$ cat config.mk
export PLATFORM = sky130hd
export DESIGN_NAME = req_queue
export DESIGN_NICKNAME = d
export VERILOG_FILES = /design/src/verilog/fma_pkg.sv /design/src/verilog/req_queue.sv
export SDC_FILE = /design/constraint.sdc
export NUM_CORES = 1
export LEC_CHECK = 0
export BUFFER_PORTS_ARGS = -buffer_cell sky130_fd_sc_hd__buf_2
export CORE_MARGIN = 2
export CORE_UTILIZATION = 40
export CTS_BUF_LIST = sky130_fd_sc_hd__clkbuf_8
export DETAILED_ROUTE_END_ITERATION = 6
export GPL_TIMING_DRIVEN = 0
export REMOVE_ABC_BUFFERS = 1
export SLEW_MARGIN = 40
export SYNTH_ARGS = -nofsm -noshare
export SYNTH_HDL_FRONTEND = slang
export SYNTH_SLANG_ARGS = --single-unit
$ cat constraint.sdc
create_clock -name clk -period 5.4 [get_ports clk]
set_input_delay 0.54 -clock clk [delete_from_list [all_inputs] [get_ports clk]]
set_output_delay 0.54 -clock clk [all_outputs]
set_load 0.02 [all_outputs]
$ cat src/verilog/fma_pkg.sv
`default_nettype none

package fma_pkg;

   // operand and accumulator widths
   localparam int operand_w = 32;
   localparam int wide_w    = 2 * operand_w;

   // multiplier operand, unsigned
   typedef logic [operand_w-1:0] operand_t;

   // addend, partial-product vector or result, all taken modulo 2**64
   typedef logic [wide_w-1:0] wide_t;

endpackage

`default_nettype wire

$ cat src/verilog/req_queue.sv
`timescale 1ns/1ps
`default_nettype none

module req_queue #(
   parameter int queue_depth = 4
) (
   input  logic              clk,
   input  logic              rst,
   input  logic              wr,
   input  fma_pkg::operand_t wr_a,
   input  fma_pkg::operand_t wr_b,
   input  fma_pkg::wide_t    wr_c,
   input  logic              pop,
   output logic              q_valid,
   output fma_pkg::operand_t q_a,
   output fma_pkg::operand_t q_b,
   output fma_pkg::wide_t    q_c,
   output logic              credit
);

   import fma_pkg::*;

   localparam int ptr_w = (queue_depth > 1) ? $clog2(queue_depth) : 1;
   localparam int cnt_w = $clog2(queue_depth + 1);

   operand_t         mem_a [0:queue_depth-1];
   operand_t         mem_b [0:queue_depth-1];
   wide_t            mem_c [0:queue_depth-1];
   logic [ptr_w-1:0] wr_ptr;
   logic [ptr_w-1:0] rd_ptr;
   logic [cnt_w-1:0] count;

   // wraps at queue_depth, which need not be a power of two
   function automatic logic [ptr_w-1:0] ptr_inc(input logic [ptr_w-1:0] ptr);
      if (ptr == ptr_w'(queue_depth - 1)) begin
         return '0;
      end
      return ptr + 1'b1;
   endfunction

   // sender credits keep wr away from a full queue
   always_ff @(posedge clk or negedge rst) begin
      if (!rst) begin
         wr_ptr <= '0;
         rd_ptr <= '0;
         count  <= '0;
      end else begin
         if (wr) begin
            wr_ptr <= ptr_inc(wr_ptr);
         end
         if (pop) begin
            rd_ptr <= ptr_inc(rd_ptr);
         end
         case ({wr, pop})
            2'b10:   count <= count + cnt_w'(1);
            2'b01:   count <= count - cnt_w'(1);
            default: count <= count;
         endcase
      end
   end

   always_ff @(posedge clk) begin
      if (wr) begin
         mem_a[wr_ptr] <= wr_a;
         mem_b[wr_ptr] <= wr_b;
         mem_c[wr_ptr] <= wr_c;
      end
   end

   assign q_valid = (count != '0);
   assign q_a     = mem_a[rd_ptr];
   assign q_b     = mem_b[rd_ptr];
   assign q_c     = mem_c[rd_ptr];

   // one request credit back per entry leaving, same cycle as the pop
   assign credit = pop & q_valid;

endmodule

`default_nettype wire
==> key figures <==
Outcome
  – Run status: complete, no violations

Global route
  – Gr ovfl total: 0
  – Initial antenna violation count: 6
  – Gr usage total: approximately 15%
  – Largest net degree at the start of global routing: 34
  – First-pass GRT wire length: 56000 um
  – Vias in the first global route: between 9000 and 10000

Routing
  – Routed Antenna Nets: 0
  – Via density per instance: around 4.9
  – Iteration-0 DRC Markers: just under 500
  – Average wire per standard cell: about 21 um
  – Via Count: roughly 8500
  – Post-Route WL: ~37000 um
  – Post-route DRC: 0
  – Iteration count of the initial detailed-routing pass: 4

Floorplanning
  – Initial core utilization: 40.6%
  – I/O pin total: 262
  – Chip Height: 221 um
  – DIE AREA: a little under 50000 um2
  – Chip width: between 200 and 250 um
  – Core area: around 47000 um2
  – FP Rows: between 70 and 80

Synth
  – Syn Inst Count: 707
  – Synth Area in XOR/XNOR: 0.139%
  – Yosys warning total: 0
  – Synthesized cell area: 18900 um2
  – Post-synthesis sequential area ratio: 82.3%
  – Count leader, synth: edfxtp_1
  – Synth Area in Adders: less than 1%
  – Top area cells in the synthesized netlist: edfxtp_1 (81%), mux4_2 (15%), dfrtp_1 (0.93%), buf_6 (0.66%), ha_1 (0.40%)
  – Cell accounting for the most synthesized area: edfxtp_1
  – Largest family of logic cells by synthesized area: multiplexers
  – Synth Area in Compound Gates: 0.0530%
  – Synthesis-stage register bit count: just over 500
  – Top cell type's share of synthesized area: between 80% and 90%
  – Post-synthesis mux area share: ~15%
  – Ys flop type: edfxtp_1
  – EDFF count, synth: 512
  – Avg Cell Area, Syn: 26.7 um2
  – Netlist cell types: 21
  – Simple-gate share of the synthesized area: 0.291%
  – Top post-synthesis cells by count: edfxtp_1 (512), mux4_2 (128), buf_2 (13)
  – Async SR Flop Fraction: about 1.3%

Clock tree
  – Num CTS Buffers: 86
  – Clk_lat worst skew: approximately 640 ps
  – Post_cts resized: 0
  – H-tree levels: 3
  – Clock-pin slew on the worst setup and hold paths: approximately 60 ps
  – CTS Root Cell: clkbuf_8
  – Clock Tree Buf Depth: 3
  – CTS tree: yes
  – Clk sinks: 519

Layout
  – Post-route cell area: between 20000 and 25000 um2
  – Fin cells: 1731
  – Layout cells sized above 1: 47.6%
  – Area delta synth->final: 21.9%
  – FILL cells: ~3800
  – ANT cells: 0
  – Fin nets: approximately 1200

Min path
  – Worst hold start: wr_a[16]
  – Worst Hold Class: input port to flop

Placed design
  – Pre-CTS setup slack: between 2000 and 3000 ps
  – HPWL after DPL: about 23000 um
  – Placed Area: between 20000 and 25000 um2
  – Inst Count DP: around 1600
  – GPL Wtd Cong: ~0.68
  – IO buf count: about 260

Critical path
  – CP startpoint: rd_ptr[0]
  – Req. time, crit path: about 4900 ps
  – CP endpoint kind: output pin
  – Critical path type: flop to output pin
  – CP Launch Type: flop
  – Reg-to-reg critical path startpoint: wr_ptr[0]
  – Crit Path Max Fanout: 26
  – Critical Path AT: around 2800 ps

Timing
  – Setup violations, final: 0
  – Slew HR: ~62%
  – Maximum clock frequency: around 300 MHz
  – Final Hold Fails: 0
  – Crit path time final: 3300 ps
  – RSZ-0062 raised after global routing: false
  – Final WS setup: about 2100 ps
  – Slew Limit Fails: 0
  – Clock Skews: between 15 and 20 ps
  – Worst-margin pin slew: 576 ps
  – Final Cycle Share: 61.2%

Power
  – Overall power: roughly 13 mW
  – Cell Pwr Density: 553 nW/um2
  – VDD IR max: 0.365 mV
  – Total leakage power: 7.98 nW

Run
  – # Max-Cap Violations: 0
[registers in the layout, indices dropped and copies added (netlist names)]
register and cells:
mem_c 256, mem_a 128, mem_b 128, count 3
rd_ptr 2, wr_ptr 2
[layout make-up]
class / instances / area [um2] / area share (%)
multi-input combinational: 153 / 3110 / 13.5
clock buffer: 91 / 1250 / 5.44
inverter: 6 / 22.5 / 0.0978
sequential: 519 / 15600 / 67.6
timing repair buffer: 289 / 1860 / 8.10
tap: 607 / 759 / 3.30
clock inverter: 66 / 462 / 2.00
[metrics by stage]
step / util [%] / hold slack [ps] / TNS, ps
5_1_grt: 49.5 / 37.8 / 0
3_3_place_gp: 44.5 / 384 / -1189710
4_1_cts: 49.5 / 10.6 / 0
2_1_floorplan: - / 244 / -110780
3_5_place_dp: 45.8 / 389 / 0
6_report: 49.5 / 107 / 0
[metal layers]
metal | global-route usage [%] | vias up | wire, um
met5 | 0 | - | 68
met4 | 6.08 | 12 | 662
met3 | 5.21 | 56 | 2760
met2 | 24.2 | 228 | 18300
met1 | 19.5 | 4437 | 15100
li1 | - | 3779 | -
[critical path: stages (launching register included)]
cell and delay (ps):
dfrtp_4 800, buf_12 300, buf_12 250, mux4_2 540
buf_2 180
[layout by cell type, fill, tap and decap left out, types with 3 or more instances in the layout]
| cell type | n |
|---|---|
| and2_4 | 4 |
| buf_12 | 26 |
| buf_2 | 261 |
| bufinv_16 | 7 |
| clkbuf_8 | 91 |
| clkinv_1 | 17 |
| clkinv_2 | 9 |
| dfrtp_1 | 5 |
| edfxtp_1 | 512 |
| ha_1 | 6 |
| inv_1 | 35 |
| inv_6 | 3 |
| mux4_2 | 128 |
[power by group]
group | internal [mW] | switching (mW) | leakage (nW) | total, mW
Combinational | 1.69 | 2.27 | 2.21 | 3.96
Clock | 1.90 | 1.50 | 0.983 | 3.40
Sequential | 5.15 | 0.225 | 4.78 | 5.38
[cell families (layout without fill, tap and decap cells)]
logic type / after synthesis / count (layout)
fa+ha+maj: 7 / 7
simple gates: 10 / 10
xor+xnor: 3 / 3
compound gates: 2 / 2
buf+inv: 35 / 452
flops: 519 / 519
mux: 131 / 131
[final timing paths]
path / to / slack [ps] / cells past startpoint
worst max register to register: mem_c[0][21] / 3470 / 5
worst max-delay path: q_b[0] / 2100 / 4
min in group asynchronous: rd_ptr[1] / 290 / 2
max in group asynchronous: rd_ptr[0] / 4930 / 2
worst min-delay path: mem_a[0][16] / 110 / 1
worst min register to register: count[2] / 460 / 1
[what timing repair did]
| item | 4_1_cts | 5_1_grt |
|---|---|---|
| hold endpoints to repair | 7 | 0 |
| buffers inserted | 0 | 0 |
| hold buffers | 1 | 0 |
| setup endpoints to repair | 0 | 0 |
Note: power is estimated with default switching activity, not from simulation.
