## src/verilog/cluster_pkg.sv

```systemverilog
`default_nettype none

package cluster_pkg;

   // two request ports share one pipeline
   localparam int port_w   = 1;
   localparam int credit_w = 4;

   // request port an operation came from
   typedef logic [port_w-1:0] port_id_t;

   // result credit counter value
   typedef logic [credit_w-1:0] credit_t;

   // round-robin priority holder
   typedef enum logic {
      prio_port0,
      prio_port1
   } arb_state_t;

endpackage

`default_nettype wire

```

## src/verilog/issue_arbiter.sv

```systemverilog
`timescale 1ns/1ps
`default_nettype none

module issue_arbiter #(
   parameter int result_credits = 4
) (
   input  logic                  clk,
   input  logic                  rst,
   input  logic                  q_valid_0,
   input  logic                  q_valid_1,
   input  logic                  res_credit_0,
   input  logic                  res_credit_1,
   output logic                  pop_0,
   output logic                  pop_1,
   output logic                  issue_valid,
   output cluster_pkg::port_id_t issue_port
);

   import cluster_pkg::*;

   credit_t    credit_0;
   credit_t    credit_1;
   arb_state_t prio;
   logic       elig_0;
   logic       elig_1;

   // grant and returned credit in one cycle cancel out
   function automatic credit_t next_credit(
      input credit_t cur,
      input logic    take,
      input logic    give
   );
      case ({take, give})
         2'b10:   return cur - 1'b1;
         2'b01:   return cur + 1'b1;
         default: return cur;
      endcase
   endfunction

   // a port with no result credits stays out of arbitration
   assign elig_0 = q_valid_0 && (credit_0 != '0);
   assign elig_1 = q_valid_1 && (credit_1 != '0);

   always_comb begin
      pop_0 = 1'b0;
      pop_1 = 1'b0;
      if (elig_0 && elig_1) begin
         if (prio == prio_port0) begin
            pop_0 = 1'b1;
         end else begin
            pop_1 = 1'b1;
         end
      end else begin
         pop_0 = elig_0;
         pop_1 = elig_1;
      end
   end

   assign issue_valid = pop_0 | pop_1;
   assign issue_port  = port_id_t'(pop_1);

   always_ff @(posedge clk or negedge rst) begin
      if (!rst) begin
         prio     <= prio_port0;
         credit_0 <= credit_t'(result_credits);
         credit_1 <= credit_t'(result_credits);
      end else begin
         credit_0 <= next_credit(credit_0, pop_0, res_credit_0);
         credit_1 <= next_credit(credit_1, pop_1, res_credit_1);
         // priority goes to the port that just lost out
         if (pop_0) begin
            prio <= prio_port1;
         end else if (pop_1) begin
            prio <= prio_port0;
         end
      end
   end

endmodule

`default_nettype wire

```

## config.mk

```make
export PLATFORM = sky130hd
export DESIGN_NAME = issue_arbiter
export DESIGN_NICKNAME = d
export VERILOG_FILES = /design/src/verilog/cluster_pkg.sv /design/src/verilog/issue_arbiter.sv
export SDC_FILE = /design/constraint.sdc
export NUM_CORES = 1
export LEC_CHECK = 0
export ABC_AREA = 1
export BUFFER_PORTS_ARGS = -buffer_cell sky130_fd_sc_hd__buf_2
export CAP_MARGIN = 20
export CORE_MARGIN = 4
export CORE_UTILIZATION = 30
export CTS_BUF_LIST = sky130_fd_sc_hd__clkbuf_16
export DETAILED_ROUTE_END_ITERATION = 12
export PLACE_DENSITY = 0.53
export SYNTH_ARGS = -nofsm -noshare
export SYNTH_HDL_FRONTEND = slang
export SYNTH_SLANG_ARGS = --single-unit
```

## constraint.sdc

```tcl
create_clock -name clk -period 2.5 [get_ports clk]
set_clock_uncertainty 0.1 [all_clocks]
set_input_delay 0.5 -clock clk [delete_from_list [all_inputs] [get_ports clk]]
set_output_delay 0.5 -clock clk [all_outputs]
set_load 0.005 [all_outputs]
```

==> results of run 1 <==
==> Yosys cell counts <==
master    number
or2_1          2
a21boi_2       2
nand2_1       34
nand2_2        1
buf_4          1
nand3_1        3
nor2_2         1
ha_1           6
xnor2_1        4
dfstp_2        2
dfrtp_1        7
o21ai_0        3
fa_1           2
nor2_1         5
inv_1         12
==> cells by family after synthesis <==
group / after synthesis / share of synthesized area, %
AO/OA/AOI/OAI: 5 / 5.74
XOR/XNOR: 4 / 5.35
adder cells (fa/ha/maj): 8 / 17.6
buffers and inverters: 13 / 8.03
flip-flops: 9 / 34.8
AND/OR/NAND/NOR: 46 / 28.5
==> state kept, by name, summed over array words and instances (netlist names) <==
signal	count
credit_0	4
credit_1	4
prio	1
==> final timing paths <==
check | startpoint | end | slack, ns | cells after the start
max in group asynchronous | rst | credit_1[2] | 2.04 | 1
min | rst | credit_0[3] | 0.02 | 1
max | credit_1[2] | credit_0[3] | 0.32 | 12
max reg2reg | credit_1[2] | credit_0[3] | 0.32 | 12
min reg2reg | credit_1[2] | credit_1[2] | 0.39 | 2
min in group clk | credit_1[2] | credit_1[2] | 0.39 | 2
==> per-layer routing <==
metal | vias to the layer above | global-route usage (%)
met4 | 0 | 6.22
met1 | 233 | 13.3
met3 | 3 | 2.45
met2 | 11 | 11.2
li1 | 283 | -
met5 | - | 0
==> through the flow <==
stage	std cells	setup WS, ns	utilization (%)	total power [mW]
2_1_floorplan	85	0.469	-	0.746
3_3_place_gp	120	0.339	35.9	0.865
3_5_place_dp	120	0.313	35.9	0.864
4_1_cts	124	0.299	39.8	1.15
5_1_grt	124	0.131	39.8	1.26
6_report	124	0.318	39.8	1.13
==> power groups by stage <==
stage	Sequential [mW]	Clock [mW]	Combinational [mW]
after detailed placement	0.328	0	0.536
final	0.324	0.272	0.537
after global routing	0.342	0.291	0.624
after global placement	0.330	0	0.535
after CTS	0.326	0.279	0.544
after floorplan	0.307	0	0.438
==> layout make-up <==
cell class                 count  area share (%)
multi-input combinational     63            46.5
tap                           27            4.20
timing repair buffer           9            5.60
clock inverter                 1           0.467
clock buffer                   3            9.33
sequential                     9            28.3
inverter                      12            5.60
==> flow_summary.json, run 1 <==
{
  "status": "complete, no violations",
  "core_area_sq_mm": 0.00202,
  "grtUsageTotal_pct": 9.12,
  "final_cell_mix": "34 x nand2_1, 13 x inv_1, 9 x buf_2",
  "period_needed_ns": 2.18,
  "syn_area_sq_um": 654,
  "start_util_pct": 32.4,
  "cp_data_arrival_time_ns": 2.20,
  "rsz0062_at_grt": "false",
  "worst_pin_slew_ns": 0.209,
  "power.internal_mw": 0.690,
  "ys_ff_latch": 9,
  "drv_slew": 0,
  "regArea_sq_um": 228,
  "crit_path_max_incr_delay_ns": 0.54,
  "dp_hpwl_um": 924,
  "drive_gt1_share_pct": 18.6,
  "post_drt_wl_per_cell_um": 8.93,
  "netlist_instances": 85,
  "critPathBufInv": 1,
  "routabilityCongestion": 0.717,
  "dieArea_sq_mm": 0.00299,
  "p_sw_mw": 0.443,
  "antenna_found_initial": 0,
  "grt_pass1_vias": 453,
  "power_frac_comb_pct": 47.4,
  "crit_required_ns": 2.52,
  "yosys.area.top_type": "dfrtp_1",
  "vias": 530,
  "synth_fp_nets": 99,
  "syn2layout_area_growth_pct": 22.9,
  "placedInstanceArea_sq_um": 726,
  "syn-mean-instance-area_sq_um": 7.70,
  "startpoint_type": "flop",
  "nNetsFinal": 112,
  "power_frac_clock_pct": 24.0,
  "p_leak_nw": 0.442,
  "dr_wl_met3_um": 56,
  "cts_resized": 0,
  "path_max_fanout": 4,
  "clock_tree.buffer_depth": 2,
  "cap_violations": 0,
  "yosys-top-cells-area": "dfrtp_1 27%, nand2_1 20%, ha_1 11%",
  "cts_buffers": 3,
  "yosysSeqAreaShare_pct": 34.8,
  "hold_violations": 0,
  "fill_cells": 214,
  "via_per_inst": 4.27,
  "cpMostUsedCell": "nand2_1",
  "switching_share_pct": 39.1,
  "die_w_um": 54.7,
  "vdd_drop_max_mv": 0.449,
  "cts.sinks": 9,
  "setup_violations": 0,
  "highest_layer": "met4",
  "cts_root_buf": "clkbuf_16",
  "ys.warnings.count": 0,
  "multi_input_area_sq_um": 374,
  "ctsHoldBuffers": 0,
  "cts_setup_buffers": 0,
  "htree_levels": 1,
  "grt_pass1_wl_mm": 1.89,
  "worstPathCellList": "nor2_1 > a21boi_2 > nand2_1 > nand2_2 > ha_1 > inv_1 > ha_1 > or2_1 > nand3_1 > nand2_1 > nand2_1 > nand2_1",
  "insertion_delay_ns": 0.23,
  "fmax_ghz": 0.458,
  "drc": 0,
  "diodes": 0,
  "fin_hold_ws_ns": 0.0156,
  "stdcell_area_sq_um": 805,
  "firstDrtPassIters": 4,
  "synth_cell_type_count": 15,
  "port_buffers": 9,
  "crit_family": "simple AND/OR/NAND/NOR gates",
  "rows": 16,
  "worstSetupPathType": "reg -> reg",
  "io-pin-count": 10,
  "relSlewSlack_pct": 86.1,
  "mostFrequentLayoutCell": "nand2_1",
  "drt_iter0_drc": 6,
  "cts.reportedPaths.clkPinSlew_ns": 0.04,
  "fin_crit_sh_pct": 87.3,
  "cts_tree": "built",
  "wl_met2_um": 446,
  "yosysTopAreaCellShare_pct": 26.8,
  "cp-end-kind": "flop",
  "cpMaxStageDelayCell": "dfstp_2",
  "grt_overflow": 0,
  "grt_start_max_net_pins": 10,
  "ant_nets": 0,
  "wl_mm": 1.11,
  "hp-class": "in -> async",
  "setup_tns_ns": 0,
  "p_seq_share_pct": 28.6,
  "wl_met1_um": 583,
  "die_y_um": 54.7,
  "powerDensity_mw_per_mm2": 1410
}
Power figures use the tool's default switching activity.
==> run 2: changes to the inputs <==
BUFFER_PORTS_ARGS = -buffer_cell sky130_fd_sc_hd__clkbuf_2   (was -buffer_cell sky130_fd_sc_hd__buf_2)
==> run 2 against run 1 <==
  * Total power increased by 0.77%
  * Global-route usage increased by 1.0 points
  * Die area unchanged
  * Clock power increased by 4%
  * Cell count unchanged
  * Sequential power about the same
  * Wire length increased by 6.4%
  * Hold slack got worse by 0.0012 ns
  * Critical path depth unchanged
  * Count of clock-buffer cells in the layout unchanged
  * Setup slack improved by 0.0089 ns
  * Critical path type unchanged
  * Largest cell class unchanged
==> flow_summary.json, run 2 (synthesis results as in run 1) <==
{
  "start_util_pct": 32.4,
  "cts_root_buf": "clkbuf_16",
  "diodes": 0,
  "mostFrequentLayoutCell": "nand2_1",
  "fin_total_pwr_mw": 1.14,
  "grt_pass1_wl_mm": 2.11,
  "reg2reg_to": "credit_1[3]",
  "cts_tree": "built",
  "powerDensity_mw_per_mm2": 1420,
  "grtUsageTotal_pct": 10.1,
  "power_frac_comb_pct": 47.0,
  "fin_crit_sh_pct": 86.9,
  "fin_hold_ws_ns": 0.0144,
  "cp-end-kind": "flop",
  "htree_levels": 1,
  "cts_resized": 0,
  "drive_gt1_share_pct": 19.6,
  "final_cell_mix": "34 x nand2_1, 12 x inv_1, 9 x clkbuf_2",
  "worstSetupPathType": "reg -> reg",
  "grt_start_max_net_pins": 10,
  "die_w_um": 54.7,
  "switching_share_pct": 39.5,
  "startpoint_type": "flop",
  "nNetsFinal": 112,
  "die_y_um": 54.7,
  "path_max_fanout": 4,
  "io-pin-count": 10,
  "relSlewSlack_pct": 84.9,
  "cts.sinks": 9,
  "p_seq_share_pct": 28.3,
  "cts_setup_buffers": 0,
  "firstDrtPassIters": 3,
  "worst_pin_slew_ns": 0.226,
  "vdd_drop_max_mv": 0.537,
  "hp-class": "in -> async",
  "dieArea_sq_mm": 0.00299,
  "syn2layout_area_growth_pct": 23.1,
  "vias": 527,
  "r2r_start": "credit_0[1]",
  "drc": 0,
  "rows": 16,
  "grt_pass1_vias": 524,
  "p_sw_mw": 0.451,
  "drt_iter0_drc": 6,
  "worstRegToRegCells": 12,
  "crit_path_start": "credit_0[1]",
  "core_area_sq_mm": 0.00202,
  "cts_buffers": 3,
  "via_per_inst": 4.25,
  "fill_cells": 211,
  "largestRegisters": "credit_0: 4 flops, credit_1: 4 flops, prio: 1 flops",
  "setup_tns_ns": 0,
  "rsz0062_at_grt": "false",
  "crit_required_ns": 2.52,
  "power.internal_mw": 0.691,
  "ctsHoldBuffers": 0,
  "ant_nets": 0,
  "insertion_delay_ns": 0.24,
  "routabilityCongestion": 0.827,
  "wl_mm": 1.18,
  "cap_violations": 0,
  "setup_violations": 0,
  "cp_data_arrival_time_ns": 2.20,
  "fmax_ghz": 0.460,
  "cts.reportedPaths.clkPinSlew_ns": 0.04,
  "port_buffers": 9,
  "power_frac_clock_pct": 24.7,
  "hold_violations": 0,
  "p_leak_nw": 0.442,
  "status": "complete, no violations",
  "antenna_found_initial": 0,
  "grt_overflow": 0,
  "period_needed_ns": 2.17,
  "drv_slew": 0,
  "reg2reg_slack_ns": 0.33,
  "post_drt_wl_per_cell_um": 9.50,
  "clock_tree.buffer_depth": 2,
  "dp_hpwl_um": 987
}
## run 2: cell types whose count changed in the layout (fill, tap and decap cells not counted)
cell and change:
clkinv_2 +1, clkbuf_2 +9, inv_1 -1, buf_2 -9
## run 2: worst max-delay path by stage
| stage | to | slack [ns] | cells past startpoint |
|---|---|---|---|
| 2_1_floorplan | credit_0[3] | 0.47 | 12 |
| 3_3_place_gp | credit_0[3] | 0.32 | 12 |
| 3_5_place_dp | credit_0[3] | 0.30 | 12 |
| 4_1_cts | credit_0[3] | 0.31 | 12 |
| 5_1_grt | credit_1[3] | 0.15 | 12 |
| 6_report | credit_1[3] | 0.33 | 12 |
## run 2: layer usage
metal  share of wire (%)  vias up  global-route usage (%)  wire length (um)
met1                  50      231                    13.1               592
met3                 5.7        2                    3.27                67
li1                    -      284                       -                 -
met4                 1.4        0                    6.22                16
met2                  43       10                    14.4               501
met5                   0        -                       0                 0
## run 2: critical path, cell delays in order, from the launching register on
cell and delay (ns):
dfrtp_1 0.42, nor2_1 0.23, nand2_1 0.09, nand3_1 0.07, nand2_1 0.08, ha_1 0.20
inv_1 0.13, ha_1 0.27, or2_1 0.25, nand3_1 0.08, nand2_1 0.05, nand2_1 0.05
nand2_1 0.04
## run 2: stage by stage
| step | util (%) | setup WS [ns] | cell area, sq um | cells |
|---|---|---|---|---|
| CTS | 39.9 | 0.309 | 806 | 124 |
| global route | 39.9 | 0.154 | 806 | 124 |
| finish | 39.9 | 0.327 | 806 | 124 |
| floorplan | - | 0.469 | 654 | 85 |
| detailed placement | 35.9 | 0.303 | 726 | 120 |
| global placement | 35.9 | 0.316 | 726 | 120 |
## run 2: layout make-up
cell class	count	area, sq um	area share [%]
clock inverter	1	5.00	0.621
sequential	9	228	28.3
tap	27	33.8	4.19
inverter	12	45.0	5.59
timing repair buffer	9	45.0	5.59
multi-input combinational	63	374	46.4
clock buffer	3	75.1	9.32
## run 2: power groups by stage
stage | Sequential (mW) | Combinational (mW) | Clock (mW)
floorplan | 0.307 | 0.438 | 0
global placement | 0.325 | 0.533 | 0
detailed placement | 0.326 | 0.543 | 0
CTS | 0.325 | 0.548 | 0.289
global route | 0.339 | 0.638 | 0.298
finish | 0.323 | 0.537 | 0.283
==> run 3: changes to the inputs <==
CTS_BUF_LIST = sky130_fd_sc_hd__clkbuf_4   (was sky130_fd_sc_hd__clkbuf_16)
PLACE_DENSITY = 0.48   (was 0.53)
clock period = 1.95 ns   (was 2.5 ns; I/O delays follow)
==> run 3 against run 2 <==
  * Hold slack better by 0.36 ns
  * Sequential power increased by 15%
  * Total power grew 36%
  * Register-to-register slack got worse by 0.31 ns
  * Highest routed layer is now met3
  * Sequential share of layout area fell by 3.7 points
  * Via count rose by 7.0%
  * Die area is the same
  * Non-clock buffer count up 13
  * Setup slack got worse by 0.31 ns
==> flow_summary.json, run 3 (synthesis results as in run 1) <==
{
  "status": "complete, no violations",
  "cap_violations": 0,
  "grtUsageTotal_pct": 9.80,
  "p_seq_share_pct": 24.0,
  "power.internal_mw": 0.927,
  "hp-class": "in -> reg",
  "dp.cells": 132,
  "fin_crit_sh_pct": 99.1,
  "cpMaxStageDelayCell": "dfstp_2",
  "via_per_inst": 4.12,
  "cp-end-kind": "flop",
  "p_leak_nw": 0.484,
  "crit_path_max_incr_delay_ns": 0.53,
  "cts_setup_buffers": 0,
  "drt_iter0_drc": 6,
  "nNetsFinal": 125,
  "rows": 16,
  "critPathBufInv": 1,
  "die_w_um": 54.7,
  "vdd_drop_max_mv": 0.806,
  "drc": 0,
  "relSlewSlack_pct": 84.8,
  "path_max_fanout": 4,
  "reg2reg_slack_ns": 0.02,
  "fin_total_pwr_mw": 1.56,
  "antenna_found_initial": 0,
  "mostFrequentLayoutCell": "nand2_1",
  "largestRegisters": "credit_0: 4 flops, credit_1: 4 flops, prio: 1 flops",
  "cts.reportedPaths.clkPinSlew_ns": 0.06,
  "rsz0062_at_grt": "true",
  "worstPathCellList": "nor2_2 > a21boi_2 > nand2_1 > nand2_2 > ha_4 > inv_4 > ha_4 > or2_1 > nand2_1 > nand2_1 > nand2_1 > nand2_1 > nand2_1",
  "final_util_pct": 45.8,
  "layoutNonFillerInstCount": 137,
  "grt_pass1_wl_mm": 2.12,
  "io-pin-count": 10,
  "firstDrtPassIters": 4,
  "drive_gt1_share_pct": 37.3,
  "setup_tns_ns": 0,
  "final_cell_mix": "32 x nand2_1, 12 x buf_4, 10 x inv_1",
  "grt_overflow": 0,
  "cp_data_arrival_time_ns": 2.02,
  "grt_start_max_net_pins": 10,
  "cpMostUsedCell": "nand2_1",
  "power_frac_comb_pct": 66.2,
  "routabilityCongestion": 0.688,
  "fmax_ghz": 0.518,
  "cts.sinks": 9,
  "start_util_pct": 32.4,
  "drv_slew": 0,
  "dieArea_sq_mm": 0.00299,
  "cts_tree": "built",
  "fin_hold_ws_ns": 0.375,
  "powerDensity_mw_per_mm2": 1680,
  "post_drt_wl_per_cell_um": 8.96,
  "power_frac_clock_pct": 9.9,
  "htree_levels": 1,
  "core_area_sq_mm": 0.00202,
  "port_buffers": 9,
  "clock_tree.buffer_depth": 2,
  "crit_required_ns": 2.04,
  "cts_root_buf": "clkbuf_4",
  "worst_pin_slew_ns": 0.228,
  "wl_mm": 1.23,
  "setup_violations": 0,
  "syn2layout_area_growth_pct": 41.5,
  "crit_family": "simple AND/OR/NAND/NOR gates",
  "ant_nets": 0,
  "diodes": 0,
  "switching_share_pct": 40.4,
  "die_y_um": 54.7,
  "grt_pass1_vias": 503,
  "hold_violations": 0,
  "cts_buffers": 3,
  "period_needed_ns": 1.93,
  "p_sw_mw": 0.630,
  "startpoint_type": "flop",
  "vias": 564,
  "fill_cells": 211,
  "insertion_delay_ns": 0.25,
  "worstSetupPathType": "reg -> reg",
  "dp_hpwl_um": 995
}
## run 3: changes by cell type in the layout (fill, tap and decap cells not counted), sizes merged
cell	before	now
buf	0	12
clkbuf	12	13
clkinv	1	0
dlygate4sd3	0	1
## run 3: metrics by stage
| step | instance area, sq um | setup WS, ns |
|---|---|---|
| floorplan | 669 | -0.00443 |
| global placement | 831 | -0.0431 |
| detailed placement | 831 | -0.0458 |
| CTS | 906 | -0.00163 |
| global route | 926 | -0.0945 |
| finish | 926 | 0.0185 |
## run 3: timing repair
| action | 4_1_cts | 5_1_grt |
|---|---|---|
| endpoints found under the setup margin | 2 | 7 |
| resized for setup | 6 | 6 |
| pin swaps | 10 | 6 |
| hold buffers | 1 | 0 |
| hold endpoints to repair | 7 | 0 |
## run 3: cell type report
| type | count | area [sq um] | share of cell area (%) |
|---|---|---|---|
| Timing Repair Buffer | 22 | 145 | 15.7 |
| Sequential cell | 9 | 228 | 24.6 |
| Inverter | 12 | 50.0 | 5.41 |
| Tap cell | 27 | 33.8 | 3.65 |
| Clock buffer | 4 | 30.0 | 3.24 |
| Multi-Input combinational cell | 63 | 439 | 47.4 |
## run 3: path summary, 6_finish.rpt
path / cells past startpoint / endpoint / startpoint
setup / recovery: 13 / credit_0[3] / credit_1[2]
hold / removal: 3 / credit_0[2] / res_credit_0
setup reg to reg: 13 / credit_0[3] / credit_1[2]
hold reg to reg: 2 / prio / prio
max in group asynchronous: 2 / credit_1[2] / rst
min in group asynchronous: 2 / credit_0[1] / rst
## run 3: layer usage
metal  GRT usage (%)  vias to the layer above  part of all wire (%)  wire [um]
met2            15.4                       12                    44        535
met3            4.09                        0                   5.5         68
met4               0                        0                     0          0
li1                -                      310                     -          -
met5               0                        -                     0          0
met1            13.3                      242                    51        625
## run 3: worst min-delay path: stages
cell	delay (ns)
clkbuf_2	0.10
ha_4	0.16
o21ai_1	0.07
## run 3: power groups by stage
stage	clock network (mW)	logic, mW	registers (mW)
floorplan	0	0.581	0.394
global placement	0	0.931	0.361
detailed placement	0	0.945	0.361
CTS	0.160	1.00	0.366
global route	0.173	1.18	0.382
finish	0.153	1.03	0.373
